`src/prbs_pkg.sv`:
```
package prbs_pkg;

    ////////////////////
    // Data path widths
    ////////////////////

    localparam int PRBS_WIDTH  = 16;                       // LFSR and data word width
    localparam int TAP_COUNT   = 4;                        // Tap slots per polynomial
    localparam int TAP_INDEX_W = 5;                        // One tap position, 0 = unused
    localparam int TAPS_W      = TAP_COUNT * TAP_INDEX_W;  // Concatenated tap slots
    localparam int CNT_W       = 16;                       // Status counter width

    // Bits needed to count every differing bit of one word, 0..PRBS_WIDTH
    localparam int ERR_BITS_W  = $clog2(PRBS_WIDTH + 1);

    ////////////////////
    // Register bus
    ////////////////////

    localparam int CFG_ADDR_W = 3;
    localparam int CFG_DATA_W = 32;

    // Register map
    localparam logic [CFG_ADDR_W-1:0] ADDR_CTRL     = CFG_ADDR_W'(0);  // Enable, start
    localparam logic [CFG_ADDR_W-1:0] ADDR_SEED     = CFG_ADDR_W'(1);
    localparam logic [CFG_ADDR_W-1:0] ADDR_TAPS     = CFG_ADDR_W'(2);
    localparam logic [CFG_ADDR_W-1:0] ADDR_ERR_CNT  = CFG_ADDR_W'(3);  // Read only
    localparam logic [CFG_ADDR_W-1:0] ADDR_WORD_CNT = CFG_ADDR_W'(4);  // Read only
    localparam logic [CFG_ADDR_W-1:0] ADDR_WRAP_CNT = CFG_ADDR_W'(5);  // Read only

    // CTRL bit positions
    localparam int CTRL_EN_BIT    = 0;  // Stored run enable
    localparam int CTRL_START_BIT = 1;  // Write only, self clearing

endpackage : prbs_pkg

```
`src/lfsr_fibonacci.sv`:
```
`timescale 1ns/1ps

module lfsr_fibonacci #(
    parameter int WIDTH       = 16,  // State width
    parameter int TAP_COUNT   = 4,   // Number of tap slots
    parameter int TAP_INDEX_W = 5    // Bits per tap slot
) (
    input  logic                           i_clk,
    input  logic                           i_rst_n,
    input  logic                           i_step,       // Advance one position
    input  logic                           i_seed_load,  // Load seed, wins over step
    input  logic [WIDTH-1:0]               i_seed,
    input  logic [TAP_COUNT*TAP_INDEX_W-1:0] i_taps,     // Slot k at [k*TAP_INDEX_W +: ...]
    output logic [WIDTH-1:0]               o_state,      // Current state
    output logic [WIDTH-1:0]               o_next,       // State after one step
    output logic                           o_at_seed     // Last step landed on seed
);

    logic [WIDTH-1:0]       state_q;
    logic [WIDTH-1:0]       next_state;
    logic [WIDTH:1]         tap_mask;     // 1-based, bit p set for tap position p
    logic [TAP_INDEX_W-1:0] tap_pos;
    logic                   feedback;
    logic                   at_seed_q;

    ////////////////////
    // Tap decode
    ////////////////////

    always_comb begin
        tap_mask = '0;
        tap_pos  = '0;
        for (int k = 0; k < TAP_COUNT; k++) begin
            tap_pos = i_taps[k*TAP_INDEX_W +: TAP_INDEX_W];
            // Zero marks an empty slot, positions past the width are ignored
            if ((tap_pos != '0) && (int'(tap_pos) <= WIDTH)) begin
                tap_mask[tap_pos] = 1'b1;
            end
        end
    end

    // Position p selects state bit p-1
    assign feedback   = ^(state_q & tap_mask);
    assign next_state = {state_q[WIDTH-2:0], feedback};  // Shift up, feedback into bit 0

    ////////////////////
    // State register
    ////////////////////

    always_ff @(posedge i_clk or posedge i_rst_n) begin
        if (i_rst_n) begin
            state_q   <= '0;
            at_seed_q <= 1'b0;
        end else if (i_seed_load) begin
            state_q   <= i_seed;
            at_seed_q <= 1'b0;                     // Loading is not a wrap
        end else begin
            if (i_step) begin
                state_q <= next_state;
            end
            at_seed_q <= i_step && (next_state == i_seed);  // One cycle pulse
        end
    end

    assign o_state   = state_q;
    assign o_next    = next_state;
    assign o_at_seed = at_seed_q;

endmodule : lfsr_fibonacci

```
`src/prbs_cfg_regs.sv`:
```
`timescale 1ns/1ps

module prbs_cfg_regs (
    input  logic                             i_clk,
    input  logic                             i_rst_n,
    // Configuration bus
    input  logic                             i_cfg_wr,
    input  logic                             i_cfg_rd,
    input  logic [prbs_pkg::CFG_ADDR_W-1:0]  i_cfg_addr,
    input  logic [prbs_pkg::CFG_DATA_W-1:0]  i_cfg_wdata,
    output logic [prbs_pkg::CFG_DATA_W-1:0]  o_cfg_rdata,
    output logic                             o_cfg_rvalid,
    // Control to both LFSRs
    output logic                             o_run,
    output logic                             o_seed_load,
    output logic [prbs_pkg::PRBS_WIDTH-1:0]  o_seed,
    output logic [prbs_pkg::TAPS_W-1:0]      o_taps,
    // Status events
    input  logic                             i_gen_wrap,
    input  logic                             i_rx_word,
    input  logic [prbs_pkg::ERR_BITS_W-1:0]  i_rx_err_bits
);

    import prbs_pkg::*;

    logic                  run_q;
    logic [PRBS_WIDTH-1:0] seed_q;
    logic [TAPS_W-1:0]     taps_q;
    logic                  start_wr;
    logic                  seed_load_q;

    logic [CNT_W-1:0]      err_cnt_q;
    logic [CNT_W-1:0]      word_cnt_q;
    logic [CNT_W-1:0]      wrap_cnt_q;
    logic [CNT_W:0]        err_sum;      // Extra bit catches overflow

    logic [CFG_DATA_W-1:0] rd_mux;
    logic [CFG_DATA_W-1:0] rdata_q;
    logic                  rvalid_q;

    ////////////////////
    // Writable registers
    ////////////////////

    always_ff @(posedge i_clk or posedge i_rst_n) begin
        if (i_rst_n) begin
            run_q  <= 1'b0;
            seed_q <= '0;
            taps_q <= '0;
        end else if (i_cfg_wr) begin
            case (i_cfg_addr)
                ADDR_CTRL: run_q  <= i_cfg_wdata[CTRL_EN_BIT];
                ADDR_SEED: seed_q <= i_cfg_wdata[PRBS_WIDTH-1:0];
                ADDR_TAPS: taps_q <= i_cfg_wdata[TAPS_W-1:0];
                default:   ;                                       // Status is read only
            endcase
        end
    end

    // Start bit is never stored, only turned into a pulse
    assign start_wr = i_cfg_wr && (i_cfg_addr == ADDR_CTRL) && i_cfg_wdata[CTRL_START_BIT];

    always_ff @(posedge i_clk or posedge i_rst_n) begin
        if (i_rst_n) begin
            seed_load_q <= 1'b0;
        end else begin
            seed_load_q <= start_wr;  // Fires the cycle after the write
        end
    end

    ////////////////////
    // Status counters
    ////////////////////

    assign err_sum = {1'b0, err_cnt_q} + (CNT_W+1)'(i_rx_err_bits);

    // Cleared with the same pulse that reloads the LFSRs
    always_ff @(posedge i_clk or posedge i_rst_n) begin
        if (i_rst_n) begin
            err_cnt_q  <= '0;
            word_cnt_q <= '0;
            wrap_cnt_q <= '0;
        end else if (seed_load_q) begin
            err_cnt_q  <= '0;
            word_cnt_q <= '0;
            wrap_cnt_q <= '0;
        end else begin
            if (i_rx_word) begin
                err_cnt_q <= err_sum[CNT_W] ? '1 : err_sum[CNT_W-1:0];  // Saturate
                if (!(&word_cnt_q)) begin
                    word_cnt_q <= word_cnt_q + 1'b1;                     // Saturate
                end
            end
            if (i_gen_wrap) begin
                wrap_cnt_q <= wrap_cnt_q + 1'b1;  // Free running, wraps
            end
        end
    end

    ////////////////////
    // Read port
    ////////////////////

    always_comb begin
        rd_mux = '0;  // Unmapped addresses read zero
        case (i_cfg_addr)
            ADDR_CTRL:     rd_mux[CTRL_EN_BIT]    = run_q;  // Start reads back 0
            ADDR_SEED:     rd_mux[PRBS_WIDTH-1:0] = seed_q;
            ADDR_TAPS:     rd_mux[TAPS_W-1:0]     = taps_q;
            ADDR_ERR_CNT:  rd_mux[CNT_W-1:0]      = err_cnt_q;
            ADDR_WORD_CNT: rd_mux[CNT_W-1:0]      = word_cnt_q;
            ADDR_WRAP_CNT: rd_mux[CNT_W-1:0]      = wrap_cnt_q;
            default:       ;
        endcase
    end

    always_ff @(posedge i_clk or posedge i_rst_n) begin
        if (i_rst_n) begin
            rdata_q  <= '0;
            rvalid_q <= 1'b0;
        end else begin
            rvalid_q <= i_cfg_rd;  // One cycle latency
            if (i_cfg_rd) begin
                rdata_q <= rd_mux;
            end
        end
    end

    assign o_cfg_rdata  = rdata_q;
    assign o_cfg_rvalid = rvalid_q;
    assign o_run        = run_q;
    assign o_seed_load  = seed_load_q;
    assign o_seed       = seed_q;
    assign o_taps       = taps_q;

endmodule : prbs_cfg_regs

```
`src/prbs_checker.sv`:
```
`timescale 1ns/1ps

module prbs_checker (
    input  logic                             i_clk,
    input  logic                             i_rst_n,
    input  logic                             i_run,        // Enable from CTRL
    input  logic                             i_seed_load,  // Realign to seed
    input  logic                             i_rx_valid,
    input  logic [prbs_pkg::PRBS_WIDTH-1:0]  i_rx_data,
    input  logic [prbs_pkg::PRBS_WIDTH-1:0]  i_seed,
    input  logic [prbs_pkg::TAPS_W-1:0]      i_taps,
    output logic                             o_word,       // One pulse per checked word
    output logic [prbs_pkg::ERR_BITS_W-1:0]  o_err_bits    // Valid with o_word
);

    import prbs_pkg::*;

    logic                  accept;
    logic [PRBS_WIDTH-1:0] exp_word;    // Expected next pattern word
    logic [PRBS_WIDTH-1:0] diff;
    logic [ERR_BITS_W-1:0] err_bits_d;
    logic                  word_q;
    logic [ERR_BITS_W-1:0] err_bits_q;

    ////////////////////
    // Reference LFSR
    ////////////////////

    // A word arriving with the seed load would be compared against a state
    // that is about to be replaced, so it is not counted
    assign accept = i_rx_valid && i_run && !i_seed_load;

    lfsr_fibonacci #(
        .WIDTH       (PRBS_WIDTH),
        .TAP_COUNT   (TAP_COUNT),
        .TAP_INDEX_W (TAP_INDEX_W)
    ) rx_lfsr_i (
        .i_clk       (i_clk),
        .i_rst_n     (i_rst_n),
        .i_step      (accept),
        .i_seed_load (i_seed_load),
        .i_seed      (i_seed),
        .i_taps      (i_taps),
        .o_state     (),           // Only the next state is compared
        .o_next      (exp_word),
        .o_at_seed   ()            // Wraps are counted on the transmit side
    );

    ////////////////////
    // Compare
    ////////////////////

    assign diff = i_rx_data ^ exp_word;  // Set bits are errors

    // Population count of the mismatch
    always_comb begin
        err_bits_d = '0;
        for (int b = 0; b < PRBS_WIDTH; b++) begin
            err_bits_d = err_bits_d + ERR_BITS_W'(diff[b]);
        end
    end

    always_ff @(posedge i_clk or posedge i_rst_n) begin
        if (i_rst_n) begin
            word_q     <= 1'b0;
            err_bits_q <= '0;
        end else begin
            word_q <= accept;
            if (accept) begin
                err_bits_q <= err_bits_d;  // Held until the next word
            end
        end
    end

    assign o_word     = word_q;
    assign o_err_bits = err_bits_q;

endmodule : prbs_checker

```
`src/prbs_top.sv`:
```
`timescale 1ns/1ps

module prbs_top (
    input  logic                             i_clk,
    input  logic                             i_rst_n,
    // Configuration bus
    input  logic                             i_cfg_wr,
    input  logic                             i_cfg_rd,
    input  logic [prbs_pkg::CFG_ADDR_W-1:0]  i_cfg_addr,
    input  logic [prbs_pkg::CFG_DATA_W-1:0]  i_cfg_wdata,
    output logic [prbs_pkg::CFG_DATA_W-1:0]  o_cfg_rdata,
    output logic                             o_cfg_rvalid,
    // Transmit side
    input  logic                             i_tx_req,
    output logic [prbs_pkg::PRBS_WIDTH-1:0]  o_tx_data,
    output logic                             o_tx_valid,
    // Receive side
    input  logic                             i_rx_valid,
    input  logic [prbs_pkg::PRBS_WIDTH-1:0]  i_rx_data
);

    import prbs_pkg::*;

    logic                  run;
    logic                  seed_load;
    logic [PRBS_WIDTH-1:0] cfg_seed;
    logic [TAPS_W-1:0]     cfg_taps;
    logic                  gen_wrap;
    logic                  gen_step;
    logic                  tx_valid_q;
    logic                  rx_word;
    logic [ERR_BITS_W-1:0] rx_err_bits;

    prbs_cfg_regs cfg_regs_i (
        .i_clk         (i_clk),
        .i_rst_n       (i_rst_n),
        .i_cfg_wr      (i_cfg_wr),
        .i_cfg_rd      (i_cfg_rd),
        .i_cfg_addr    (i_cfg_addr),
        .i_cfg_wdata   (i_cfg_wdata),
        .o_cfg_rdata   (o_cfg_rdata),
        .o_cfg_rvalid  (o_cfg_rvalid),
        .o_run         (run),
        .o_seed_load   (seed_load),
        .o_seed        (cfg_seed),
        .o_taps        (cfg_taps),
        .i_gen_wrap    (gen_wrap),
        .i_rx_word     (rx_word),
        .i_rx_err_bits (rx_err_bits)
    );

    ////////////////////
    // Generator
    ////////////////////

    assign gen_step = i_tx_req && run;  // Requests while disabled are dropped

    lfsr_fibonacci #(
        .WIDTH       (PRBS_WIDTH),
        .TAP_COUNT   (TAP_COUNT),
        .TAP_INDEX_W (TAP_INDEX_W)
    ) gen_lfsr_i (
        .i_clk       (i_clk),
        .i_rst_n     (i_rst_n),
        .i_step      (gen_step),
        .i_seed_load (seed_load),
        .i_seed      (cfg_seed),
        .i_taps      (cfg_taps),
        .o_state     (o_tx_data),  // New word is in the state after the step
        .o_next      (),
        .o_at_seed   (gen_wrap)
    );

    // Valid lines up with the updated state
    always_ff @(posedge i_clk or posedge i_rst_n) begin
        if (i_rst_n) begin
            tx_valid_q <= 1'b0;
        end else begin
            tx_valid_q <= gen_step;
        end
    end

    assign o_tx_valid = tx_valid_q;

    prbs_checker checker_i (
        .i_clk       (i_clk),
        .i_rst_n     (i_rst_n),
        .i_run       (run),
        .i_seed_load (seed_load),
        .i_rx_valid  (i_rx_valid),
        .i_rx_data   (i_rx_data),
        .i_seed      (cfg_seed),
        .i_taps      (cfg_taps),
        .o_word      (rx_word),
        .o_err_bits  (rx_err_bits)
    );

endmodule : prbs_top

```
`config.mk`:
```
export PLATFORM = sky130hd
export DESIGN_NAME = prbs_top
export DESIGN_NICKNAME = d
export VERILOG_FILES = /design/src/prbs_pkg.sv /design/src/lfsr_fibonacci.sv /design/src/prbs_cfg_regs.sv /design/src/prbs_checker.sv /design/src/prbs_top.sv
export SDC_FILE = /design/constraint.sdc
export NUM_CORES = 1
export LEC_CHECK = 0
export BUFFER_PORTS_ARGS = -buffer_cell sky130_fd_sc_hd__buf_4
export CAP_MARGIN = 10
export CORE_AREA = 2 2 130 132
export CTS_CLUSTER_DIAMETER = 100
export DETAILED_ROUTE_END_ITERATION = 6
export DIE_AREA = 0 0 132 134
export PLACE_DENSITY = 0.75
export SYNTH_ARGS = -nofsm -noshare
export SYNTH_HDL_FRONTEND = slang
export SYNTH_SLANG_ARGS = --single-unit
export TNS_END_PERCENT = 100
```
`constraint.sdc`:
```
create_clock -name i_clk -period 13 [get_ports i_clk]
set_input_delay 2.6 -clock i_clk [delete_from_list [all_inputs] [get_ports i_clk]]
set_output_delay 2.6 -clock i_clk [all_outputs]
set_load 0.005 [all_outputs]
```
Word level (Yosys, flattened, before mapping) --
Index checks and enable logic that the tools add are counted.
Word-level totals: register bits 147, logic and storage cells 117, bits in latches 0, ROM bits 0, output and inout port bits 50, memories kept 0, bits in writable memories 0
Cells by class: add/subtract/negate cells 18, equality and inequality tests 7, muxes and demuxes 28, shift operators 0, divide/modulo/power cells 0, $lt $le $gt $ge 12, bitwise logic cells 6, reduce and logical (&&, ||, !) cells 31, multiply operators 0
Operators with widths (number):
- $mux W16 | 16
- $pmux W15 S5 | 1
- $add A5 B1 Y5 | 14
- $or A16 B16 Y16 | 3
- $add A16 B1 Y16 const B | 2
- $and A16 B16 Y16 | 2
- $reduce_xor A16 Y1 | 2
- $lt A5 B6 Y1 const B | 4
- $demux W1 S5 | 4
- $ge A5 B1 Y1 const B | 4
- $le A5 B5 Y1 const B | 4
- $reduce_bool A5 Y1 | 4
- $add A16 B5 Y17 | 1
- $eq A16 B16 Y1 | 1
- $reduce_and A16 Y1 | 1
- $xor A16 B16 Y16 | 1
- $logic_and A1 B1 Y1 | 14
- $reduce_and A2 Y1 | 4
- $reduce_bool A2 Y1 | 4
- $eq A3 B2 Y1 const B | 2
- $eq A3 B3 Y1 const B | 2
- $pmux W1 S6 | 1
- $mux W1 | 5
- $mux W4 | 1
- 5 further kinds | 5

Depth between registers and ports, before layout --
Gate-level depths: netlist of run 1.
depth in word-level cells 29, gate-level depth with buffers 22, depth with buffers taken out 22

Hierarchy --
Synthesis of run 1 repeated with hierarchy kept, for this count alone.
Unflattened totals: cells, all modules 991, area total of the unflattened synthesis 9708.1 um^2
By module, submodules not included:
- prbs_cfg_regs | seq. area each 2677.6 um^2, instances 1, cells an instance 511, area each 5494.0 um^2
- lfsr_fibonacci (checker_i.rx_lfsr_i) | seq. area each 425.4 um^2, instances 1, cells an instance 206, area each 1741.7 um^2
- lfsr_fibonacci (gen_lfsr_i) | seq. area each 425.4 um^2, instances 1, cells an instance 206, area each 1727.9 um^2
- prbs_checker | seq. area each 150.1 um^2, instances 1, cells an instance 65, area each 709.4 um^2
- prbs_top | seq. area each 25.0 um^2, instances 1, cells an instance 3, area each 35.0 um^2

Least setup slack after synthesis of run 1 --
OpenSTA, ideal clock, no wires.
path type input to register, start input i_rx_data[1] (netlist name), end register checker_i.err_bits_q[4] (netlist: checker_i.o_err_bits[4]), setup slack 6.785 ns, cell stages on the path 13, data arrival time 6.094 ns, data required time 12.879 ns, buffers on the path 0, cells stage by stage xor2_1 -> ha_1 -> inv_1 -> fa_1 -> fa_1 -> fa_1 -> fa_1 -> fa_1 -> inv_1 -> fa_1 -> a21oi_1 -> nor2_1 -> a22o_1
Between the ends: word-level cells in the longest chain between the ends 16
Ends and longest elaborated chain:
- from (decl) | RTL line prbs_top.sv:19 | input logic [prbs_pkg::PRBS_WIDTH-1:0] i_rx_data
- $xor A16 B16 Y16 | RTL line prbs_checker.sv:53 | assign diff = i_rx_data ^ exp_word;
- $add A1 B1 Y2 | RTL line prbs_checker.sv:59 | err_bits_d = err_bits_d + ERR_BITS_W'(diff[b]);
- $add A5 B1 Y5 (14 in a row) | RTL line prbs_checker.sv:59
- to (signal assigned) | RTL line prbs_checker.sv:70 | err_bits_q <= err_bits_d;
- to (decl) | RTL line prbs_checker.sv:23 | logic [ERR_BITS_W-1:0] err_bits_q;
Every way passes these cells. A chain may end at the register's enable or synchronous reset.

Worst setup path after layout of run 1 --
start register cfg_regs_i.taps_q[2] (netlist: cfg_regs_i.o_taps[2]), end register checker_i.err_bits_q[4] (netlist: checker_i.o_err_bits[4])
Between the ends: word-level cells in the longest chain between the ends 29, elaborated cells on any way between the ends 33
Ends and longest elaborated chain:
- from (decl) | RTL line prbs_cfg_regs.sv:28 | logic [TAPS_W-1:0] taps_q;
- from (signal assigned) | RTL line prbs_cfg_regs.sv:54 | ADDR_TAPS: taps_q <= i_cfg_wdata[TAPS_W-1:0];
- $lt A5 B6 Y1 (implied by the code) or $ge A5 B1 Y1 (tied branches) | RTL line lfsr_fibonacci.sv:37 | tap_mask[tap_pos] = 1'b1;
- $logic_and A1 B1 Y1 (implied by the code) | RTL line lfsr_fibonacci.sv:37
- $mux W1 (implied by the code) | RTL line lfsr_fibonacci.sv:37
- $demux W1 S5 | RTL line lfsr_fibonacci.sv:37
- $mux W16 * | RTL line lfsr_fibonacci.sv:36 | if ((tap_pos != '0) && (int'(tap_pos) <= WIDTH)) begin
- $or A16 B16 Y16 (no line)
- $mux W16 * | RTL line lfsr_fibonacci.sv:36
- $or A16 B16 Y16 (no line)
- $mux W16 * | RTL line lfsr_fibonacci.sv:36
- $or A16 B16 Y16 (no line)
- $mux W16 * | RTL line lfsr_fibonacci.sv:36
- $and A16 B16 Y16 * | RTL line lfsr_fibonacci.sv:43 | assign feedback = ^(state_q & tap_mask);
- $reduce_xor A16 Y1 * | RTL line lfsr_fibonacci.sv:43
- $xor A16 B16 Y16 * | RTL line prbs_checker.sv:53
- $add A1 B1 Y2 * | RTL line prbs_checker.sv:59
- $add A5 B1 Y5 * (14 in a row) | RTL line prbs_checker.sv:59
Mark *: on every way between the ends. The rest lies on a longest branch, timed or not.

==> flow_summary.yaml, run 1 <==
status:
  status: "complete, no violations"
detailed_routing:
  postRouteAntennaNets: 0
  drc_errors: 0
  wl_per_cell_um: 19.9
  firstDrtPassIters: 5
  drtIter0Drc: 893
  via_count: 7207
  viasPerCell: 6.04
  wirelength_mm: 23.8
worst_setup_path:
  worstSetupPathType: "reg -> reg"
  crit_path_max_incr_delay_ns: 0.60
  endpoint_kind: "flip-flop"
  crit_end: "checker_i.o_err_bits[4]"
  required_ns: 13.31
  reg2regPathDepth: 20
  crit_top_cell: "fa_1"
  r2r_slack_ns: 6.68
  rr_startpoint: "cfg_regs_i.o_taps[2]"
  critPathArrivalTime_ns: 6.63
  path_max_fanout: 7
  worstSetupStartpoint: "cfg_regs_i.o_taps[2]"
  critical_path.slowest_cell: "fa_1"
  r2r_end: "checker_i.o_err_bits[4]"
  crit_chain: "or3b_1 -> o22ai_1 -> o21ai_0 -> xnor2_1 -> xnor2_1 -> xnor3_2 -> xnor2_2 -> xnor2_1 -> ha_1 -> inv_1 -> fa_1 -> fa_1 -> fa_1 -> fa_1 -> fa_1 -> inv_1 -> fa_1 -> a21oi_1 -> nor2_1 -> a22o_1"
  start_kind: "flip-flop"
final_layout:
  fin_util_pct: 62.5
  fin_nets: 1041
  syn_to_final_growth_pct: 15.4
  fin_cells: 1193
  fin_area_um2: 10200
  drive_gt1_share_pct: 18.6
  antenna_cells: 0
  fill_cells: 1374
timing:
  timing.final.ws_setup_ns: 6.68
  worst_slew_pin_slew_ns: 1.27
  fin_tns_setup_ns: 0
  slew_headroom_pct: 14.9
  max_freq_mhz: 158
  period_needed_ns: 6.32
  setup_viol: 0
  slew_viol_final: 0
  fin_crit_sh_pct: 48.6
  skew_ns: 0.00730
  rsz0062_at_grt: "false"
  timing.final.hold_violations: 0
  holdWs_ns: 0.496
logic_synthesis:
  synthXorXnorAreaFrac_pct: 10.2
  synth.top_cell.area_share_pct: 41.7
  avgSynthCellArea_um2: 9.79
  async_flop_share_pct: 100
  synth_enable_flop_cells: 0
  yosys.area.top_type: "dfrtp_1"
  synth_common_cells: "dfrtp_1, nor2_1, xnor2_1"
  synthMuxAreaShare_pct: 7.73
  yosysMostFrequentCell: "dfrtp_1"
  synth_ff_type: "dfrtp_1"
  ys_seq_elements: 147
  synth.area.top_cells: "dfrtp_1, mux2_2, xnor2_1"
  synthAdderAreaFrac_pct: 4.20
  ys_seq_area_share_pct: 41.7
  ys_types: 58
  synthSimpleGateAreaFrac_pct: 17.1
  syn-instance-count: 901
  synth.cell_area_um2: 8820
  synth_warnings: 0
  synth_compound_area_share_pct: 14.4
  synth_top_family_by_area: "simple AND/OR/NAND/NOR gates"
pwr:
  total_leakage_power_nw: 4.62
  vdd_ir_drop_max_mv: 0.356
  sw_frac_of_total_pct: 40.3
  p_switching_mw: 1.06
  intPower_mw: 1.57
  power_density_nw_per_um2: 259
  p_comb_share_pct: 51.1
  power_frac_seq_pct: 28.6
  clock_power_share_pct: 20.4
  p_total_mw: 2.64
cts:
  clk_pin_slew_ns: 0.06
  worstSkewPairLatency_ns: 0.42
  cts_resized: 0
  postCtsHoldBufs: 0
  cts_buffers: 17
  cts.sinks: 147
  cts_tree: "yes"
  cts_setup_buffers: 0
  clockRootBuffer: "clkbuf_16"
  cts_buffer_depth: 2
  htreeDepth: 4
die:
  die_h_um: 134
  die_w_um: 132
  start_util_pct: 54.1
  num_rows: 47
  io-pin-count: 107
  die-area_um2: 17700
  core_area_um2: 16300
placement:
  port_buffers: 82
  placed_cells: 1162
  hpwlAfterDp_mm: 17.4
  placed_area_um2: 9540
  dpl_worst_slack_ns: 6.46
  place_congestion: 0.963
min_path:
  hold_class: "reg -> reg"
grt:
  grt_pass1_vias: 6877
  grt_first_pass_wirelength_mm: 38.7
  track_usage_pct: 28.1
  grt_antenna_before_repair: 0
  grt_max_degree: 79
  grt.overflow.total: 0
flow_run:
  cap_violations: 0
## flip-flops by register name, summed over array words and instances, names as in the netlist, 5 cells and up
| signal | cells |
|---|---|
| cfg_regs_i.o_seed | 16 |
| cfg_regs_i.wrap_cnt_q | 16 |
| checker_i.o_err_bits | 5 |
| cfg_regs_i.err_cnt_q | 16 |
| gen_lfsr_i.o_state | 16 |
| cfg_regs_i.o_cfg_rdata | 20 |
| checker_i.rx_lfsr_i.o_state | 16 |
| cfg_regs_i.o_taps | 20 |
| cfg_regs_i.word_cnt_q | 16 |
## per-layer routing
metal / routed length [um] / track usage, % / share of wire (%) / up-vias
li1: - / - / - / 3305
met1: 10700 / 41.4 / 45 / 3527
met2: 10800 / 42.8 / 45 / 335
met3: 1790 / 4.54 / 7.5 / 40
met4: 501 / 8.76 / 2.1 / 0
met5: 0 / 0 / 0 / -
## worst min path at each step
stage                                    startpoint  cells past startpoint                        end  slack [ns]
after global placement      checker_i.o_err_bits[0]                      2    checker_i.o_err_bits[0]        0.48
final                       checker_i.o_err_bits[3]                      2    checker_i.o_err_bits[3]        0.50
after CTS                   checker_i.o_err_bits[3]                      2    checker_i.o_err_bits[3]        0.51
after detailed placement    checker_i.o_err_bits[3]                      2    checker_i.o_err_bits[3]        0.50
after floorplan             checker_i.o_err_bits[0]                      2    checker_i.o_err_bits[0]        0.45
after global routing      cfg_regs_i.o_cfg_rdata[1]                      2  cfg_regs_i.o_cfg_rdata[1]        0.55
## critical path, delay by kind of cell (launching register included)
family	cells	cell delay (ns)
adders and majority gates	7	3.04
xor gates and xnor gates	5	1.24
AOI/OAI and AO/OA	4	0.77
DFF	1	0.52
and+or+nand+nor	2	0.51
buffers and inverters	2	0.12
## kinds of logic after synthesis
family	Yosys count
simple gates	286
compound gates	192
flops	147
buf+inv	97
xor+xnor	92
mux	63
fa+ha+maj	23
other cells	1
## cell type report
type	count	area [um2]	area share [%]
multi-input combinational	668	4780	47.0
sequential	147	3680	36.2
timing repair buffer	86	646	6.34
clock buffer	18	429	4.22
tap	220	275	2.70
clock inverter	13	209	2.05
inverter	41	159	1.56
## power by group through the flow
stage / logic (mW) / clock network [mW] / registers, mW
finish: 1.35 / 0.537 / 0.753
global route: 1.56 / 0.561 / 0.763
CTS: 1.37 / 0.542 / 0.746
detailed placement: 1.36 / 0 / 0.751
global placement: 1.33 / 0 / 0.749
floorplan: 1.06 / 0 / 0.667
## cells in the final DEF, fill, tap and decap left out, drive strengths merged, types with 3 or more instances in the layout
cell type	netlist	layout
o22ai	32	32
mux2	41	41
or2	4	4
conb	1	12
bufinv	0	5
nor2b	24	24
a311oi	6	6
clkinv	0	4
xnor2	52	52
xor2	36	36
nand4	11	11
or3b	9	9
a21oi	29	29
a211oi	32	32
mux2i	22	22
nor2	90	90
fa	11	11
and2	5	5
buf	15	86
nand2b	11	11
nand3b	7	7
xnor3	4	4
ha	12	12
nor4b	4	4
a221oi	14	14
dfrtp	147	147
nand2	40	40
clkinvlp	0	3
and3	38	38
clkbuf	41	18
a211o	11	11
and4	6	6
inv	41	42
nor3	6	6
o21ai	54	54
or3	6	6
nand3	19	19
No activity file was read; power rests on OpenSTA's default activity.
==> inputs of run 2 (changes only) <==
--- a/config.mk
+++ b/config.mk
@@ -7,11 +7,11 @@
 export LEC_CHECK = 0
 export BUFFER_PORTS_ARGS = -buffer_cell sky130_fd_sc_hd__buf_4
 export CAP_MARGIN = 10
-export CORE_AREA = 2 2 130 132
+export CORE_AREA = 2 2 132 134
 export CTS_CLUSTER_DIAMETER = 100
 export DETAILED_ROUTE_END_ITERATION = 6
-export DIE_AREA = 0 0 132 134
-export PLACE_DENSITY = 0.75
+export DIE_AREA = 0 0 134 136
+export PLACE_DENSITY = 0.76
 export SYNTH_ARGS = -nofsm -noshare
 export SYNTH_HDL_FRONTEND = slang
 export SYNTH_SLANG_ARGS = --single-unit
==> constraint.sdc (replaced) <==
create_clock -name i_clk -period 5.8 [get_ports i_clk]
set_input_delay 1.16 -clock i_clk [delete_from_list [all_inputs] [get_ports i_clk]]
set_output_delay 1.16 -clock i_clk [all_outputs]
set_load 0.005 [all_outputs]
==> run 2 against run 1 <==
Effect of this change: the flow now finishes with violations (setup timing); sequential cell count did not move; non-clock buffer count increased by 66; sequential share of layout area is 2.2 points lower; clock power grew 110%; wire length increased by 5.9%; sequential power is 120% higher; global-route usage rose by 0.57 points; via count increased by 3.1%; first-iteration DRC count decreased by 16%; register-to-register slack lost 6.7 ns.
==> flow_summary.yaml, run 2 (same netlist as run 1, synthesis figures left out) <==
worst_setup_path:
  start_kind: "flip-flop"
  crit_chain: "or3b_4 -> o22ai_4 -> o21ai_2 -> xnor2_1 -> xnor2_1 -> xnor3_2 -> xnor2_4 -> xnor2_2 -> ha_1 -> inv_2 -> fa_1 -> fa_1 -> fa_2 -> fa_1 -> fa_2 -> inv_2 -> fa_2 -> buf_6 -> xnor2_2 -> o21ai_1"
  path_max_fanout: 6
  endpoint_kind: "flip-flop"
  critical_path.slowest_cell: "fa_1"
  critPathArrivalTime_ns: 6.15
  worstSetupPathType: "reg -> reg"
  crit_path_max_incr_delay_ns: 0.59
  required_ns: 6.14
detailed_routing:
  firstDrtPassIters: 5
  wirelength_mm: 25.2
  postRouteAntennaNets: 0
  wl_per_cell_um: 19.9
  viasPerCell: 5.87
  drc_errors: 0
  via_count: 7431
  drtIter0Drc: 752
pwr:
  total_leakage_power_nw: 4.95
  power_density_nw_per_um2: 628
  vdd_ir_drop_max_mv: 1.23
timing:
  worst_slew_pin_slew_ns: 1.18
  fin_crit_sh_pct: 100
  slew_viol_final: 0
  holdWs_ns: 0.513
  max_freq_mhz: 172
  skew_ns: 0.0110
  slew_headroom_pct: 21.0
  period_needed_ns: 5.81
  timing.final.hold_violations: 0
  rsz0062_at_grt: "true"
  setup_viol: 2
  timing.final.ws_setup_ns: -0.0104
placement:
  place_congestion: 0.938
  dpl_worst_slack_ns: -0.334
  hpwlAfterDp_mm: 18.3
  port_buffers: 82
  placed_cells: 1224
cts:
  worstSkewPairLatency_ns: 0.43
  cts.sinks: 147
  cts_buffers: 17
  postCtsHoldBufs: 0
  htreeDepth: 4
  clockRootBuffer: "clkbuf_16"
  clk_pin_slew_ns: 0.06
  cts_buffer_depth: 2
  cts_tree: "yes"
die:
  io-pin-count: 107
  die-area_um2: 18200
  die_h_um: 136
  start_util_pct: 52.3
  die_w_um: 134
  core_area_um2: 16900
  num_rows: 48
min_path:
  hold_class: "reg -> reg"
grt:
  grt_antenna_before_repair: 0
  grt_first_pass_wirelength_mm: 39.8
  grt_max_degree: 97
  grt_pass1_vias: 7216
  grt.overflow.total: 0
  track_usage_pct: 28.7
final_layout:
  layout_commonest_cell: "buf_4"
  fin_cells: 1265
  most-common-layout-cells: "buf_4, dfrtp_1, nor2_1, xnor2_1, mux2_2"
  fin_nets: 1107
  syn_to_final_growth_pct: 22.9
  antenna_cells: 0
  drive_gt1_share_pct: 27.3
flow_run:
  cap_violations: 0
status:
  failed_checks: "setup timing"
  status: "complete, but fails checks"
==> run 2: cell types whose count changed in the layout (fill, tap and decap cells not counted), moves of 4 or more <==
cell / before / now
or3b_1: 6 / 0
buf_4: 86 / 149
o21ai_0: 41 / 36
dfrtp_1: 146 / 142
or3b_4: 2 / 8
o22ai_2: 4 / 11
dfrtp_2: 1 / 5
o22ai_4: 0 / 4
inv_6: 2 / 6
o22ai_1: 28 / 17
==> run 2: cell type report <==
class	instances	area, um2
Fill cell	1396	6040
Multi-Input combinational cell	668	4970
Clock inverter	13	146
Inverter	41	159
Tap cell	225	282
Clock buffer	19	443
Sequential cell	147	3680
Timing Repair Buffer	152	1150
==> run 2: layer usage <==
metal / GRT usage (%) / vias up / part of all wire [%]
met5: 0 / - / 0
met4: 12.4 / 0 / 3.6
met3: 5.22 / 57 / 7.0
met2: 45.2 / 318 / 45
met1: 39.1 / 3623 / 44
li1: - / 3433 / -
==> run 2: worst max-delay path: cells and delay by family, from the launching register on <==
| kind | cells | cell delay, ns |
|---|---|---|
| buffers and inverters | 3 | 0.21 |
| and+or+nand+nor | 1 | 0.47 |
| xor gates and xnor gates | 6 | 1.28 |
| adders and majority gates | 7 | 2.87 |
| DFF | 1 | 0.43 |
| AOI/OAI and AO/OA | 3 | 0.47 |
==> run 2: metrics by stage <==
stage	power (mW)	area (um2)	utilization, %	TNS (ns)
final	6.80	10800	64.2	-0.0106
after global placement	4.90	9970	59.1	-0.995
after global routing	7.38	10800	64.2	-0.889
after floorplan	3.87	8860	-	0
after CTS	6.24	10700	63.4	-0.0368
after detailed placement	5.05	9970	59.1	-1.15
==> run 2: final timing paths <==
path	startpoint	endpoint	slack (ns)	cells after the start
max	cfg_regs_i.o_taps[7]	checker_i.o_err_bits[2]	-0.01	20
min	checker_i.o_err_bits[0]	checker_i.o_err_bits[0]	0.51	2
min in group asynchronous	i_rst_n	cfg_regs_i.o_cfg_rdata[16]	0.88	2
max reg2reg	cfg_regs_i.o_taps[7]	checker_i.o_err_bits[2]	-0.01	20
min reg2reg	checker_i.o_err_bits[0]	checker_i.o_err_bits[0]	0.51	2
max in group asynchronous	i_rst_n	cfg_regs_i.err_cnt_q[12]	3.71	3
==> run 2: repair_timing <==
item / 4_1_cts / 5_1_grt
setup buffers: 4 / 5
pin swaps: 8 / 20
setup endpoints to repair: 4 / 4
gates resized for setup: 20 / 30
==> run 2: power by group <==
| part | switching [mW] | total [mW] | internal, mW |
|---|---|---|---|
| registers | 0.393 | 1.66 | 1.27 |
| logic | 1.91 | 4.03 | 2.12 |
| clock network | 0.464 | 1.11 | 0.651 |
| total | 2.77 | 6.80 | 4.04 |
==> inputs of run 3 (changes only) <==
--- a/config.mk
+++ b/config.mk
@@ -7,11 +7,13 @@
 export LEC_CHECK = 0
 export BUFFER_PORTS_ARGS = -buffer_cell sky130_fd_sc_hd__buf_4
 export CAP_MARGIN = 10
-export CORE_AREA = 2 2 132 134
+export CELL_PAD_IN_SITES_DETAIL_PLACEMENT = 0
+export CELL_PAD_IN_SITES_GLOBAL_PLACEMENT = 1
+export CORE_AREA = 4 4 152 154
 export CTS_CLUSTER_DIAMETER = 100
 export DETAILED_ROUTE_END_ITERATION = 6
-export DIE_AREA = 0 0 134 136
-export PLACE_DENSITY = 0.76
+export DIE_AREA = 0 0 156 158
+export PLACE_DENSITY_LB_ADDON = 0.1
 export SYNTH_ARGS = -nofsm -noshare
 export SYNTH_HDL_FRONTEND = slang
 export SYNTH_SLANG_ARGS = --single-unit
==> run 3 against run 2 <==
Effect of this change: the flow now finishes without violations; largest power group unchanged; first-iteration DRC count decreased by 40%; largest cell class unchanged; sequential power hardly changed; critical path type unchanged; sequential cell count stayed put; highest routed layer unchanged; critical path depth down 1; die area grew 35%; count of clock-buffer cells in the layout stayed put; sequential share of layout area fell by 0.71 points; fmax is 2.0% higher; worst hold slack worse by 0.022 ns.
==> flow_summary.yaml, run 3 (same netlist as run 1, synthesis figures left out) <==
die:
  num_rows: 54
  die_h_um: 158
  io-pin-count: 107
  core_area_um2: 21700
  start_util_pct: 40.7
  die_w_um: 156
  die-area_um2: 24600
timing:
  worst_slew_pin_slew_ns: 1.09
  slew_headroom_pct: 26.9
  fin_crit_sh_pct: 98.2
  slew_viol_final: 0
  timing.final.hold_violations: 0
  skew_ns: 0.0111
  setup_viol: 0
  rsz0062_at_grt: "true"
  max_freq_mhz: 176
  timing.final.ws_setup_ns: 0.106
  period_needed_ns: 5.69
worst_setup_path:
  required_ns: 6.11
  crit_path_max_incr_delay_ns: 0.55
  worstSetupPathType: "reg -> reg"
  path_max_fanout: 4
  critical_path.slowest_cell: "fa_2"
  critPathArrivalTime_ns: 6.01
  crit_chain: "or3b_4 -> buf_4 -> o22ai_2 -> o21ai_1 -> xnor2_1 -> xnor3_2 -> xnor2_4 -> xnor2_1 -> ha_1 -> inv_2 -> fa_1 -> fa_1 -> fa_2 -> fa_1 -> fa_2 -> inv_2 -> fa_2 -> nand2_1 -> o21ai_1"
  start_kind: "flip-flop"
  endpoint_kind: "flip-flop"
grt:
  grt_first_pass_wirelength_mm: 42.8
  grt_max_degree: 108
  grt_antenna_before_repair: 0
  grt_pass1_vias: 7019
  grt.overflow.total: 0
  track_usage_pct: 22.8
pwr:
  p_comb_share_pct: 55.7
  p_switching_mw: 2.59
  p_total_mw: 6.36
  clock_power_share_pct: 18.0
  total_leakage_power_nw: 5.02
  intPower_mw: 3.77
  power_frac_seq_pct: 26.3
  sw_frac_of_total_pct: 40.7
  vdd_ir_drop_max_mv: 0.671
  power_density_nw_per_um2: 575
detailed_routing:
  wl_per_cell_um: 20.8
  postRouteAntennaNets: 0
  firstDrtPassIters: 5
  viasPerCell: 5.48
  met2_length_mm: 12.4
  drtIter0Drc: 450
  wl_met3_mm: 1.19
  wirelength_mm: 27.6
  via_count: 7274
  wl_met1_mm: 13.6
  top_layer: "met4"
  drc_errors: 0
final_layout:
  most-common-layout-cells: "buf_4, dfrtp_1, nor2_1, xnor2_1, mux2_2"
  antenna_cells: 0
  fin_util_pct: 51.0
  fin_area_um2: 11100
  layout_commonest_cell: "buf_4"
  syn_to_final_growth_pct: 25.4
  drive_gt1_share_pct: 28.8
  fin_nets: 1114
  fill_cells: 2059
cts:
  cts_buffer_depth: 2
  htreeDepth: 4
  cts_buffers: 17
  cts.sinks: 147
  cts_tree: "yes"
  worstSkewPairLatency_ns: 0.43
  clockRootBuffer: "clkbuf_16"
  clk_pin_slew_ns: 0.06
min_path:
  hold_class: "reg -> reg"
flow_run:
  cap_violations: 0
status:
  status: "complete, no violations"
placement:
  placed_area_um2: 10100
  dpl_worst_slack_ns: -0.320
  port_buffers: 82
  hpwlAfterDp_mm: 20.3
  place_congestion: 0.875
-- run 3: cell types whose count changed in the layout (fill, tap and decap cells not counted), sizes merged --
cell	delta
buf	+7
clkinv	+2
inv	-2
-- run 3: final cells by class --
cell class              count  area, um2  area share [%]
clock buffers              19        453            4.10
clock inverters            13        149            1.35
inverters                  41        159            1.44
multi-input cells         668       5060            45.8
flip-flops and latches    147       3680            33.3
well taps                 280        350            3.17
repair buffers            159       1200            10.9
-- run 3: power by group through the flow --
stage                     registers [mW]  logic (mW)  clock network [mW]
after floorplan                     1.50        2.38                   0
after global placement              1.68        3.34                   0
after detailed placement            1.68        3.34                   0
after CTS                           1.67        3.39                1.16
after global routing                1.71        4.00                1.21
final                               1.67        3.54                1.14
-- run 3: worst max-delay path: cells and delay by family (launching register included) --
family | cells | cell delay (ns)
xor gates and xnor gates | 4 | 1.00
buffers and inverters | 3 | 0.26
adders and majority gates | 7 | 3.10
DFF | 1 | 0.40
AOI/OAI and AO/OA | 3 | 0.31
and+or+nand+nor | 2 | 0.51
-- run 3: worst paths after layout --
kind,start,endpoint,slack [ns],depth (start not counted)
max in group asynchronous,i_rst_n,checker_i.rx_lfsr_i.o_state[10],3.65,3
min reg2reg,checker_i.o_err_bits[0],checker_i.o_err_bits[0],0.49,2
max,cfg_regs_i.o_taps[14],checker_i.o_err_bits[1],0.11,19
min,checker_i.o_err_bits[0],checker_i.o_err_bits[0],0.49,2
max reg2reg,cfg_regs_i.o_taps[14],checker_i.o_err_bits[1],0.11,19
min in group asynchronous,i_rst_n,cfg_regs_i.o_taps[15],0.97,2
-- run 3: timing repair --
| item | CTS | global route |
|---|---|---|
| hold buffers | 0 | 0 |
| endpoints found under the setup margin | 4 | 4 |
| gates resized for setup | 24 | 40 |
| buffers inserted | 3 | 5 |
| pin swaps | 13 | 12 |
-- run 3: stage by stage --
stage          std cells  hold WS [ns]  TNS, ns
2_1_floorplan        912         0.454        0
3_3_place_gp        1286         0.484    -1.09
3_5_place_dp        1286         0.488    -1.11
4_1_cts             1321         0.504        0
5_1_grt             1327         0.527   -0.116
6_report            1327         0.490        0
-- run 3: routing by layer --
metal	global-route usage, %	vias to the layer above
li1	-	3436
met1	34.3	3637
met2	34.3	179
met3	3.61	22
met4	5.79	0
met5	0	-
